### config.mk
export PLATFORM = sky130hd
export DESIGN_NAME = kicker_monitor
export DESIGN_NICKNAME = d
export VERILOG_FILES = /design/src/verilog/kicker_pkg.sv /design/src/verilog/i2c_phase_gen.sv /design/src/verilog/i2c_shifter.sv /design/src/verilog/i2c_ctrl.sv /design/src/verilog/sample_port.sv /design/src/verilog/kicker_monitor.sv
export SDC_FILE = /design/constraint.sdc
export NUM_CORES = 1
export LEC_CHECK = 0
export ABC_AREA = 1
export BUFFER_PORTS_ARGS = -buffer_cell sky130_fd_sc_hd__buf_2
export CORE_UTILIZATION = 40
export CTS_CLUSTER_DIAMETER = 60
export DETAILED_ROUTE_END_ITERATION = 8
export MAX_ROUTING_LAYER = met4
export SETUP_SLACK_MARGIN = 0.2
export SLEW_MARGIN = 20
export SYNTH_ARGS = -nofsm -noshare
export SYNTH_HDL_FRONTEND = slang
export SYNTH_SLANG_ARGS = --single-unit
### constraint.sdc
create_clock -name sysclk -period 3.3 [get_ports sysclk]
set_input_delay 0.33 -clock sysclk [delete_from_list [all_inputs] [get_ports sysclk]]
set_output_delay 0.33 -clock sysclk [all_outputs]
set_load 0.005 [all_outputs]
### src/verilog/kicker_pkg.sv
// Shared definitions for the kicker voltage monitor.
// Bit timing, ADC addressing, controller types and host sample layout.

package kicker_pkg;

	//////////////////////////////////////////////////////////////
	// i2c bit timing, in sysclk cycles.
	//////////////////////////////////////////////////////////////
	localparam int scl_period = 46;
	localparam int scl_fall = 22;
	localparam int scl_start = 10;
	localparam int scl_setup = 33;

	// voltage adc address with the read bit set.
	localparam logic [7:0] adc_select = 8'ha1;

	//////////////////////////////////////////////////////////////
	// controller and shifter types.
	//////////////////////////////////////////////////////////////
	typedef enum logic [2:0] {
		st_start,
		st_slave_addr,
		st_slave_ack,
		st_data_high,
		st_master_ack,
		st_data_low,
		st_master_nack,
		st_stop
	} i2c_state_t;

	typedef enum logic [1:0] {
		sda_release,
		sda_low,
		sda_addr
	} sda_cmd_t;

	// one-cycle strobes at fixed points inside each bit.
	typedef struct packed {
		logic bit_begin;
		logic sample;
		logic start_point;
		logic setup_point;
	} i2c_phase_t;

	typedef struct packed {
		logic [7:0] voltage;
		logic [7:0] dropped;
	} kicker_sample_t;

endpackage

### src/verilog/i2c_phase_gen.sv
// I2C bit timer.
// Divides sysclk into bit periods, drives SCL and decodes the phase strobes.

module i2c_phase_gen import kicker_pkg::*; (
	input  logic       sysclk,
	input  logic       reset,
	output logic       scl_out,
	output i2c_phase_t phase
);

	logic [5:0] div_count;

	//////////////////////////////////////////////////////////////
	// free running bit divider.
	//////////////////////////////////////////////////////////////
	always_ff @(posedge sysclk) begin
		if (reset) begin
			div_count <= '0;
		end else if (div_count == 6'(scl_period - 1)) begin
			div_count <= '0;
		end else begin
			div_count <= div_count + 6'd1;
		end
	end

	// strobes are plain decodes of the divider.
	always_comb begin
		phase.bit_begin = (div_count == 6'd0);
		phase.sample = (div_count == 6'd1);
		phase.start_point = (div_count == 6'(scl_start));
		phase.setup_point = (div_count == 6'(scl_setup));
	end

	//////////////////////////////////////////////////////////////
	// scl is high for the first part of every bit.
	//////////////////////////////////////////////////////////////
	always_ff @(posedge sysclk) begin
		if (reset) begin
			scl_out <= 1'b1;
		end else if (phase.bit_begin) begin
			scl_out <= 1'b1;
		end else if (div_count == 6'(scl_fall)) begin
			// data may change from here until the next bit begins.
			scl_out <= 1'b0;
		end
	end

endmodule

### src/verilog/i2c_shifter.sv
// I2C data path.
// Drives SDA from controller commands and shifts the address out and the data word in.

module i2c_shifter import kicker_pkg::*; (
	input  logic        sysclk,
	input  logic        reset,
	input  logic        sda_in,
	input  logic        load_addr,
	input  logic        shift_addr,
	input  logic        capture_bit,
	input  sda_cmd_t    sda_cmd,
	input  i2c_phase_t  phase,
	output logic        sda_out,
	output logic        sda_sync,
	output logic [15:0] data_word
);

	logic [7:0] addr_sr;
	logic       addr_bit;

	// when shifting, the bit moving into the msb is the one to drive.
	assign addr_bit = shift_addr ? addr_sr[6] : addr_sr[7];

	//////////////////////////////////////////////////////////////
	// input sync and sda drive.
	//////////////////////////////////////////////////////////////
	always_ff @(posedge sysclk) begin
		if (reset) begin
			sda_sync <= 1'b1;
			sda_out <= 1'b1;
		end else begin
			sda_sync <= sda_in;
			// sda only moves at the start and setup points.
			if (phase.start_point || phase.setup_point) begin
				case (sda_cmd)
					sda_low: sda_out <= 1'b0;
					sda_addr: sda_out <= addr_bit;
					default: sda_out <= 1'b1;
				endcase
			end
		end
	end

	//////////////////////////////////////////////////////////////
	// shift registers.
	//////////////////////////////////////////////////////////////
	always_ff @(posedge sysclk) begin
		if (load_addr) begin
			addr_sr <= adc_select;
		end else if (shift_addr) begin
			addr_sr <= {addr_sr[6:0], 1'b0};
		end
	end

	// data arrives msb first, high byte then low byte.
	always_ff @(posedge sysclk) begin
		if (capture_bit) begin
			data_word <= {data_word[14:0], sda_sync};
		end
	end

endmodule

### src/verilog/i2c_ctrl.sv
// I2C read transaction controller.
// Sequences start, address, acks, two data bytes and stop on the phase strobes.

module i2c_ctrl import kicker_pkg::*; (
	input  logic       sysclk,
	input  logic       reset,
	input  i2c_phase_t phase,
	input  logic       sda_sync,
	output sda_cmd_t   sda_cmd,
	output logic       load_addr,
	output logic       shift_addr,
	output logic       capture_bit,
	output logic       word_done,
	output logic       slave_ok
);

	i2c_state_t state;
	i2c_state_t next_state;
	logic [2:0] bit_cnt;
	logic       last_bit;

	assign last_bit = (bit_cnt == 3'd7);

	// steady sda level for the whole of a bit in the given state.
	function automatic sda_cmd_t bit_cmd(input i2c_state_t st);
		case (st)
			st_slave_addr: return sda_addr;
			st_master_ack: return sda_low;
			st_stop: return sda_low;
			default: return sda_release;
		endcase
	endfunction

	//////////////////////////////////////////////////////////////
	// state to enter when the current bit ends.
	//////////////////////////////////////////////////////////////
	always_comb begin
		case (state)
			st_start: next_state = st_slave_addr;
			st_slave_addr: next_state = last_bit ? st_slave_ack : st_slave_addr;
			st_slave_ack: next_state = slave_ok ? st_data_high : st_start;
			st_data_high: next_state = last_bit ? st_master_ack : st_data_high;
			st_master_ack: next_state = st_data_low;
			st_data_low: next_state = last_bit ? st_master_nack : st_data_low;
			st_master_nack: next_state = st_stop;
			default: next_state = st_start;
		endcase
	end

	//////////////////////////////////////////////////////////////
	// state, bit counter and slave ack.
	//////////////////////////////////////////////////////////////
	always_ff @(posedge sysclk) begin
		if (reset) begin
			state <= st_start;
			bit_cnt <= '0;
			slave_ok <= 1'b0;
		end else begin
			if (phase.sample && state == st_slave_ack) begin
				// slave pulls sda low to acknowledge.
				slave_ok <= ~sda_sync;
			end
			if (phase.setup_point) begin
				state <= next_state;
				if (next_state != state) begin
					bit_cnt <= '0;
				end else begin
					bit_cnt <= bit_cnt + 3'd1;
				end
			end
		end
	end

	//////////////////////////////////////////////////////////////
	// shifter commands.
	//////////////////////////////////////////////////////////////
	// start and stop transitions happen at the start point with scl high.
	// at the setup point sda takes the level of the bit that follows.
	always_comb begin
		if (phase.start_point) begin
			case (state)
				st_start: sda_cmd = sda_low;
				st_stop: sda_cmd = sda_release;
				default: sda_cmd = bit_cmd(state);
			endcase
		end else begin
			sda_cmd = bit_cmd(next_state);
		end
	end

	assign load_addr = phase.start_point && (state == st_start);
	assign shift_addr = phase.setup_point && (state == st_slave_addr) && !last_bit;
	assign capture_bit = phase.sample && (state == st_data_high || state == st_data_low);
	assign word_done = phase.setup_point && (state == st_master_nack);

endmodule

### src/verilog/sample_port.sv
// Host sample port.
// Holds each finished voltage and hands it over by four-phase req/ack, counting drops.

module sample_port import kicker_pkg::*; (
	input  logic           sysclk,
	input  logic           reset,
	input  logic           word_done,
	input  logic           sample_ack,
	input  logic [15:0]    data_word,
	output logic           sample_req,
	output kicker_sample_t sample_data
);

	typedef enum logic [1:0] {
		port_idle,
		port_req,
		port_release
	} port_state_t;

	port_state_t state;
	logic [7:0]  drop_cnt;

	assign sample_req = (state == port_req);

	//////////////////////////////////////////////////////////////
	// handshake FSM and drop counter.
	//////////////////////////////////////////////////////////////
	always_ff @(posedge sysclk) begin
		if (reset) begin
			state <= port_idle;
			drop_cnt <= '0;
		end else begin
			case (state)
				port_idle: begin
					if (word_done) begin
						drop_cnt <= '0;
						state <= port_req;
					end
				end
				port_req: begin
					if (sample_ack) begin
						state <= port_release;
					end
				end
				default: begin
					// wait for the host to finish its side.
					if (!sample_ack) begin
						state <= port_idle;
					end
				end
			endcase
			// words finishing while busy are lost.
			if (word_done && state != port_idle && drop_cnt != 8'hff) begin
				drop_cnt <= drop_cnt + 8'd1;
			end
		end
	end

	// payload only changes when a new request is raised.
	always_ff @(posedge sysclk) begin
		if (state == port_idle && word_done) begin
			sample_data.voltage <= data_word[11:4];
			sample_data.dropped <= drop_cnt;
		end
	end

endmodule

### src/verilog/kicker_monitor.sv
// Kicker voltage monitor top level.
// Reads the kicker I2C ADC in a loop and offers each voltage to the host.

module kicker_monitor import kicker_pkg::*; (
	input  logic           sysclk,
	input  logic           reset,
	input  logic           sda_in,
	input  logic           sample_ack,
	output logic           scl_out,
	output logic           sda_out,
	output logic           slave_ok,
	output logic           sample_req,
	output kicker_sample_t sample_data
);

	i2c_phase_t  phase;
	sda_cmd_t    sda_cmd;
	logic        load_addr;
	logic        shift_addr;
	logic        capture_bit;
	logic        word_done;
	logic        sda_sync;
	logic [15:0] data_word;

	i2c_phase_gen i2c_phase_gen_i (
		.sysclk (sysclk),
		.reset  (reset),
		.scl_out(scl_out),
		.phase  (phase)
	);

	i2c_shifter i2c_shifter_i (
		.sysclk     (sysclk),
		.reset      (reset),
		.sda_in     (sda_in),
		.load_addr  (load_addr),
		.shift_addr (shift_addr),
		.capture_bit(capture_bit),
		.sda_cmd    (sda_cmd),
		.phase      (phase),
		.sda_out    (sda_out),
		.sda_sync   (sda_sync),
		.data_word  (data_word)
	);

	i2c_ctrl i2c_ctrl_i (
		.sysclk     (sysclk),
		.reset      (reset),
		.phase      (phase),
		.sda_sync   (sda_sync),
		.sda_cmd    (sda_cmd),
		.load_addr  (load_addr),
		.shift_addr (shift_addr),
		.capture_bit(capture_bit),
		.word_done  (word_done),
		.slave_ok   (slave_ok)
	);

	sample_port sample_port_i (
		.sysclk     (sysclk),
		.reset      (reset),
		.word_done  (word_done),
		.sample_ack (sample_ack),
		.data_word  (data_word),
		.sample_req (sample_req),
		.sample_data(sample_data)
	);

endmodule

### After elaboration in Yosys (flattened, before gate mapping)

Index checks and enable logic that the tools add are counted.

* bits in registers: 62
* output and inout port bits: 20
* word-level logic and storage cells: 83
* input port bits: 4

* add/subtract/negate cells: 3
* bitwise operators: 1
* equal/unequal tests: 24
* multiplexer cells: 19
* reductions and logical operators: 23

Operator list (count)
* 8-bit two-way mux: 3
* 3-bit equality test, second input constant: 7
* 3-bit one-hot mux with 7 select lines: 1
* 2-bit one-hot mux with 2 select lines: 4
* 2-bit two-way mux: 7
* 6-bit equality test, second input constant: 2
* 1-bit logical AND: 9
* 8-bit by 1-bit adder with 8-bit output, second input constant: 1
* 8-bit inequality test, second input constant: 1
* 6-bit by 1-bit adder with 6-bit output, second input constant: 1
* 3-bit by 1-bit equality test with 1-bit output, second input constant: 2
* 3-bit by 2-bit equality test with 1-bit output, second input constant: 2
* 6-bit by 1-bit equality test with 1-bit output, second input constant: 1
* 6-bit by 4-bit equality test with 1-bit output, second input constant: 1
* 6-bit by 5-bit equality test with 1-bit output, second input constant: 1
* 6-bit logical NOT: 1
* 3-bit two-way mux: 2
* 2-bit nonzero test: 3
* 2-bit OR reduction: 3
* 2-bit by 1-bit equality test with 1-bit output, second input constant: 2
* 3-bit by 1-bit adder with 3-bit output, second input constant: 1
* 3-bit logical NOT: 1
* 3-bit by 1-bit inequality test with 1-bit output, second input constant: 1
* 3-bit inequality test: 1
* 11 further kinds: 12

### Depth between registers and ports, before layout

* depth after elaboration: 9
* depth in mapped cells: 11
* gate-level depth less buffers: 11

### Modules after synthesis

From an unflattened synthesis, not the netlist that was laid out.

* cell total of the unflattened synthesis: 315
* area total of the unflattened synthesis: 2891.5 um^2

Modules (own cells, without submodules)
* sample_port: area each 1053.5 um^2, cells an instance 103, instances 1, seq. area each 680.7 um^2
* i2c_shifter: area each 857.1 um^2, cells an instance 62, instances 1, seq. area each 680.7 um^2
* i2c_ctrl: area each 571.8 um^2, cells an instance 93, instances 1, seq. area each 140.1 um^2
* i2c_phase_gen: area each 409.1 um^2, cells an instance 57, instances 1, seq. area each 140.1 um^2

### Least setup slack after synthesis

Ideal clock, no wire load.

* path type: reg-to-reg
* start point: register i2c_phase_gen_i.div_count[1]
* end point: register, netlist name sample_port_i.sample_data[0]
* path buffers: 0
* cell stages (with the launch flop): 7
* slack: 1275 ps
* arrival time: 1636 ps
* setup time: 389 ps
* data required time: 2911 ps
* clock period less this slack: 2025 ps
* cell sequence: dfxtp_1 inv_1 ha_1 nand3_2 nor2_8 inv_4 nor3_2

* longest elaborated chain between the ends: 3

RTL lines
* start: declaration: line i2c_phase_gen.sv:11 `logic [5:0] div_count;`
* start signal: assignment: line i2c_phase_gen.sv:22 `div_count <= div_count + 6'd1;`
* 6-bit equality test: line i2c_phase_gen.sv:31 `phase.setup_point = (div_count == 6'(scl_setup));`
* 1-bit logical AND: line i2c_ctrl.sv:94 `assign word_done = phase.setup_point && (state == st_master_nack);`
* 1-bit logical AND: line sample_port.sv:61 `if (state == port_idle && word_done) begin`

Every way passes these cells.
A chain may end at the register's enable or synchronous reset.

### Final worst setup path

* start point: register i2c_ctrl_i.state[0]
* end point: register i2c_shifter_i.sda_out

* longest elaborated chain between the ends: 8
* elaborated cells between the ends (all ways): 23
* those cells by class: eq/ne: 12; mux: 7; reduce/logical: 4

RTL lines
* start: declaration: line i2c_ctrl.sv:17 `i2c_state_t state;`
* start signal: assignment: line i2c_ctrl.sv:55 `state <= st_start;`
* start signal: assignment: line i2c_ctrl.sv:64 `state <= next_state;`
* 3-bit equality test (tied with other cells): line i2c_ctrl.sv:38 `case (state)`
* 3-bit one-hot mux with 7 select lines: line i2c_ctrl.sv:38
* 3-bit equality test: line i2c_ctrl.sv:26 `case (st)`
* 2-bit OR reduction (no line)
* 2-bit one-hot mux with 2 select lines: line i2c_ctrl.sv:26
* 2-bit two-way mux: line i2c_ctrl.sv:80 `if (phase.start_point) begin`
* 2-bit equality test / 2-bit by 1-bit equality test with 1-bit output (equally long branches): line i2c_shifter.sv:35 `case (sda_cmd)`
* 1-bit one-hot mux with 2 select lines *: line i2c_shifter.sv:35
* end signal: assignment: line i2c_shifter.sv:37 `sda_addr: sda_out <= addr_bit;`
* end: declaration: line i2c_shifter.sv:13 `output logic sda_out,`

Mark *: on every way between the ends. The rest lies on a longest branch, timed or not.

==> key figures <==
Status
  – Status: complete, but fails checks
  – Failing checks: DRC

Yosys
  – Multiplexer share of the synthesized area: 0%
  – Distinct cells, synth: 33
  – Syn Nets: 290
  – Yosys reg bits: 62
  – Post-synthesis cell area: 0.00268 mm^2
  – Post-Synth Adder-Cell Area: 3.73%
  – YS warnings: 0
  – XOR/XNOR Fraction of Synth Area: 1.96%
  – Synth Area in Compound Gates: 7.61%
  – Syn Area/Cell: 9.65 um^2
  – Main combinational cell family by area after synthesis: simple AND/OR/NAND/NOR gates
  – Simple-Gate Fraction of Synth Area: 23.7%
  – Post-synthesis cell count: 278
  – Register area share after synthesis: 56.7%

Clock tree
  – H-Tree Depth: 3
  – Clk slew on worst S/H paths: 60 ps
  – Clk root buf: clkbuf_8
  – Postcts setup bufs: 0
  – Clk sinks: 62
  – Bufs on Longest Clock Path: 2
  – Total CTS buffers: 9
  – Hold_buf cts: 0
  – Post-CTS Resized: 0
  – CTS tree: done
  – Skew-Pair Late Insertion Delay: 340 ps

Place
  – DP HPWL: 3130 um
  – PortBufs: 23
  – # placed instances: 375
  – Routability Congestion: 0.785
  – Placed Area: 0.00289 mm^2

Drt
  – Post-DR vias/cell: 4.90
  – DR DRC count: 5
  – 1st-pass router iterations: 6
  – Via Count: 1916
  – Final wirelength: 4470 um
  – Detail Route Antenna Nets: 0
  – WL per Instance: 11.4 um
  – Initial DRC count: 78

Pwr
  – VDD IR-drop max: 169 uV
  – Leakage Power: 1.29 nW
  – Pwr per Cell Area: 478 mW/mm^2

Floorplanning
  – Core Region: 0.00642 mm^2
  – Starting Density: 41.7%
  – I/O pins: 24
  – DIE HEIGHT: 83.9 um
  – Std cell rows: 29
  – Die width: 83.9 um
  – Total Die Area: 0.00704 mm^2

GRT
  – Total track usage: 14.9%
  – Total gr overflow: 0
  – Vias in the first global route: 1708
  – First-pass GRT wire length: 7830 um
  – Antenna violations before repair: 0
  – Largest net degree at the start of global routing: 18

Worst setup path
  – CP Launch Type: flip-flop
  – Critical Path RT: 3570 ps
  – CP endpoint kind: flip-flop
  – CP arrival: 2040 ps
  – Critical-path cell list: inv_2 -> nor2_1 -> nand2_1 -> inv_2 -> nand3_2 -> inv_2 -> nand2_1 -> nand2_1 -> a21oi_1 -> o21ai_1
  – Kind of critical path: reg -> reg
  – CP Max Fanout: 13
  – Largest stage delay on the critical path: 590 ps
  – CP max-delay cell: dfxtp_1

Finish
  – FILL cells: 607
  – Ant. Diodes: 0
  – Final core occ: 47.9%
  – Most frequent cells in the layout: nand2_1, dfxtp_1, nor2_1
  – Layout cells sized above 1: 21.0%
  – Multi-input logic area: 992 um^2
  – Final Cell Area: 0.00308 mm^2
  – Synth-to-layout area growth: 14.7%
  – Commonest non-fill, non-tap cell in the layout: nand2_1
  – Final net count: 321
  – Final Instance Count excl. Fillers: 391
  – Flip-flop and latch area: 0.00152 mm^2

Timing
  – Maximum clock rate: 565 MHz
  – Final Max Slew Viols: 0
  – RSZ-0062 raised after global routing: no
  – Final period util: 53.6%
  – Final setup fails: 0
  – Slew @ Worst Pin: 691 ps
  – Clk_skew: 4.26 ps
  – Hold_ws: 172 ps
  – Relative slew slack: 53.5%
  – Setup TNS: 0 ps
  – Final min period: 1770 ps
  – Hold Vio Cnt, Final: 0

Flow run
  – Max-cap viol count: 0

Min path
  – Class of the worst hold path: in -> reg
-- routing by layer --
metal	vias to the layer above	GRT usage (%)	routed length, um
li1	994	-	-
met1	867	18.0	2200
met2	40	21.2	1930
met3	15	4.35	182
met4	0	10.7	162
met5	-	-	0
-- synth_stat cells, drive strengths merged --
cell type / n / share of area (%)
edfxtp: 28 / 31
inv: 38 / 5.4
a31oi: 3 / 1.3
o31ai: 1 / 0.28
nor4: 2 / 0.47
xor2: 4 / 1.3
nand3: 28 / 6.3
nor2: 33 / 6.2
a211oi: 1 / 0.28
clkbuf: 2 / 0.28
nor3: 7 / 2.1
ha: 8 / 3.7
nand4: 8 / 2.1
nand2: 44 / 6.3
a21oi: 16 / 3.0
or2: 1 / 0.23
xnor2: 2 / 0.65
dfxtp: 34 / 25
buf: 3 / 0.56
o21ai: 15 / 2.8
-- final cells by class --
cell class / count / share of cell area [%]
timing repair buffer: 25 / 4.23
clock inverter: 6 / 2.03
inverter: 38 / 4.72
multi-input combinational: 173 / 32.3
sequential: 62 / 49.5
clock buffer: 10 / 4.15
tap: 77 / 3.13
-- logic make-up (layout without fill, tap and decap cells) --
logic type	count (synthesis)	count (layout)
buffers and inverters	43	79
adders and majority gates	8	8
DFF	62	62
xor gates and xnor gates	6	6
and+or+nand+nor	123	123
AOI/OAI and AO/OA	36	36
-- flip-flops by register name, indices dropped and copies added, names as in the netlist --
| register | flops |
|---|---|
| i2c_ctrl_i.slave_ok | 1 |
| sample_port_i.state | 2 |
| i2c_shifter_i.data_word | 12 |
| i2c_phase_gen_i.scl_out | 1 |
| i2c_ctrl_i.state | 3 |
| i2c_shifter_i.sda_out | 1 |
| i2c_ctrl_i.bit_cnt | 3 |
| sample_port_i.drop_cnt | 8 |
| i2c_shifter_i.sda_sync | 1 |
| i2c_phase_gen_i.div_count | 6 |
| sample_port_i.sample_data | 16 |
| i2c_shifter_i.addr_sr | 8 |
-- worst max-delay path: cells and delay by family (launching register included) --
family | cells | cell delay, ps
buffers and inverters | 3 | 380
and+or+nand+nor | 5 | 560
AOI/OAI and AO/OA | 2 | 170
DFF | 1 | 590
-- path summary, 6_finish.rpt --
| check | cells past startpoint | end | slack [ps] | startpoint |
|---|---|---|---|---|
| max | 10 | i2c_shifter_i.sda_out | 1530 | i2c_ctrl_i.state[0] |
| min | 2 | i2c_shifter_i.sda_sync | 170 | sda_in |
| max reg2reg | 10 | i2c_shifter_i.sda_out | 1530 | i2c_ctrl_i.state[0] |
| min reg2reg | 0 | i2c_shifter_i.data_word[1] | 420 | i2c_shifter_i.data_word[0] |
-- where the power goes --
| part | switching (W) | internal [W] |
|---|---|---|
| clock | 0.000289 | 0.000345 |
| combinational | 0.0000180 | 0.0000112 |
| sequential | 0.00000430 | 0.000801 |
| total | 0.000312 | 0.00116 |
-- per-stage QoR --
step                      power [W]  setup WS, ps
after global routing        0.00153          1390
final                       0.00147          1530
after detailed placement   0.000852          1570
after global placement     0.000851          1560
after CTS                   0.00149          1550
after floorplan            0.000844          1270
No activity file was read; power rests on OpenSTA's default activity.
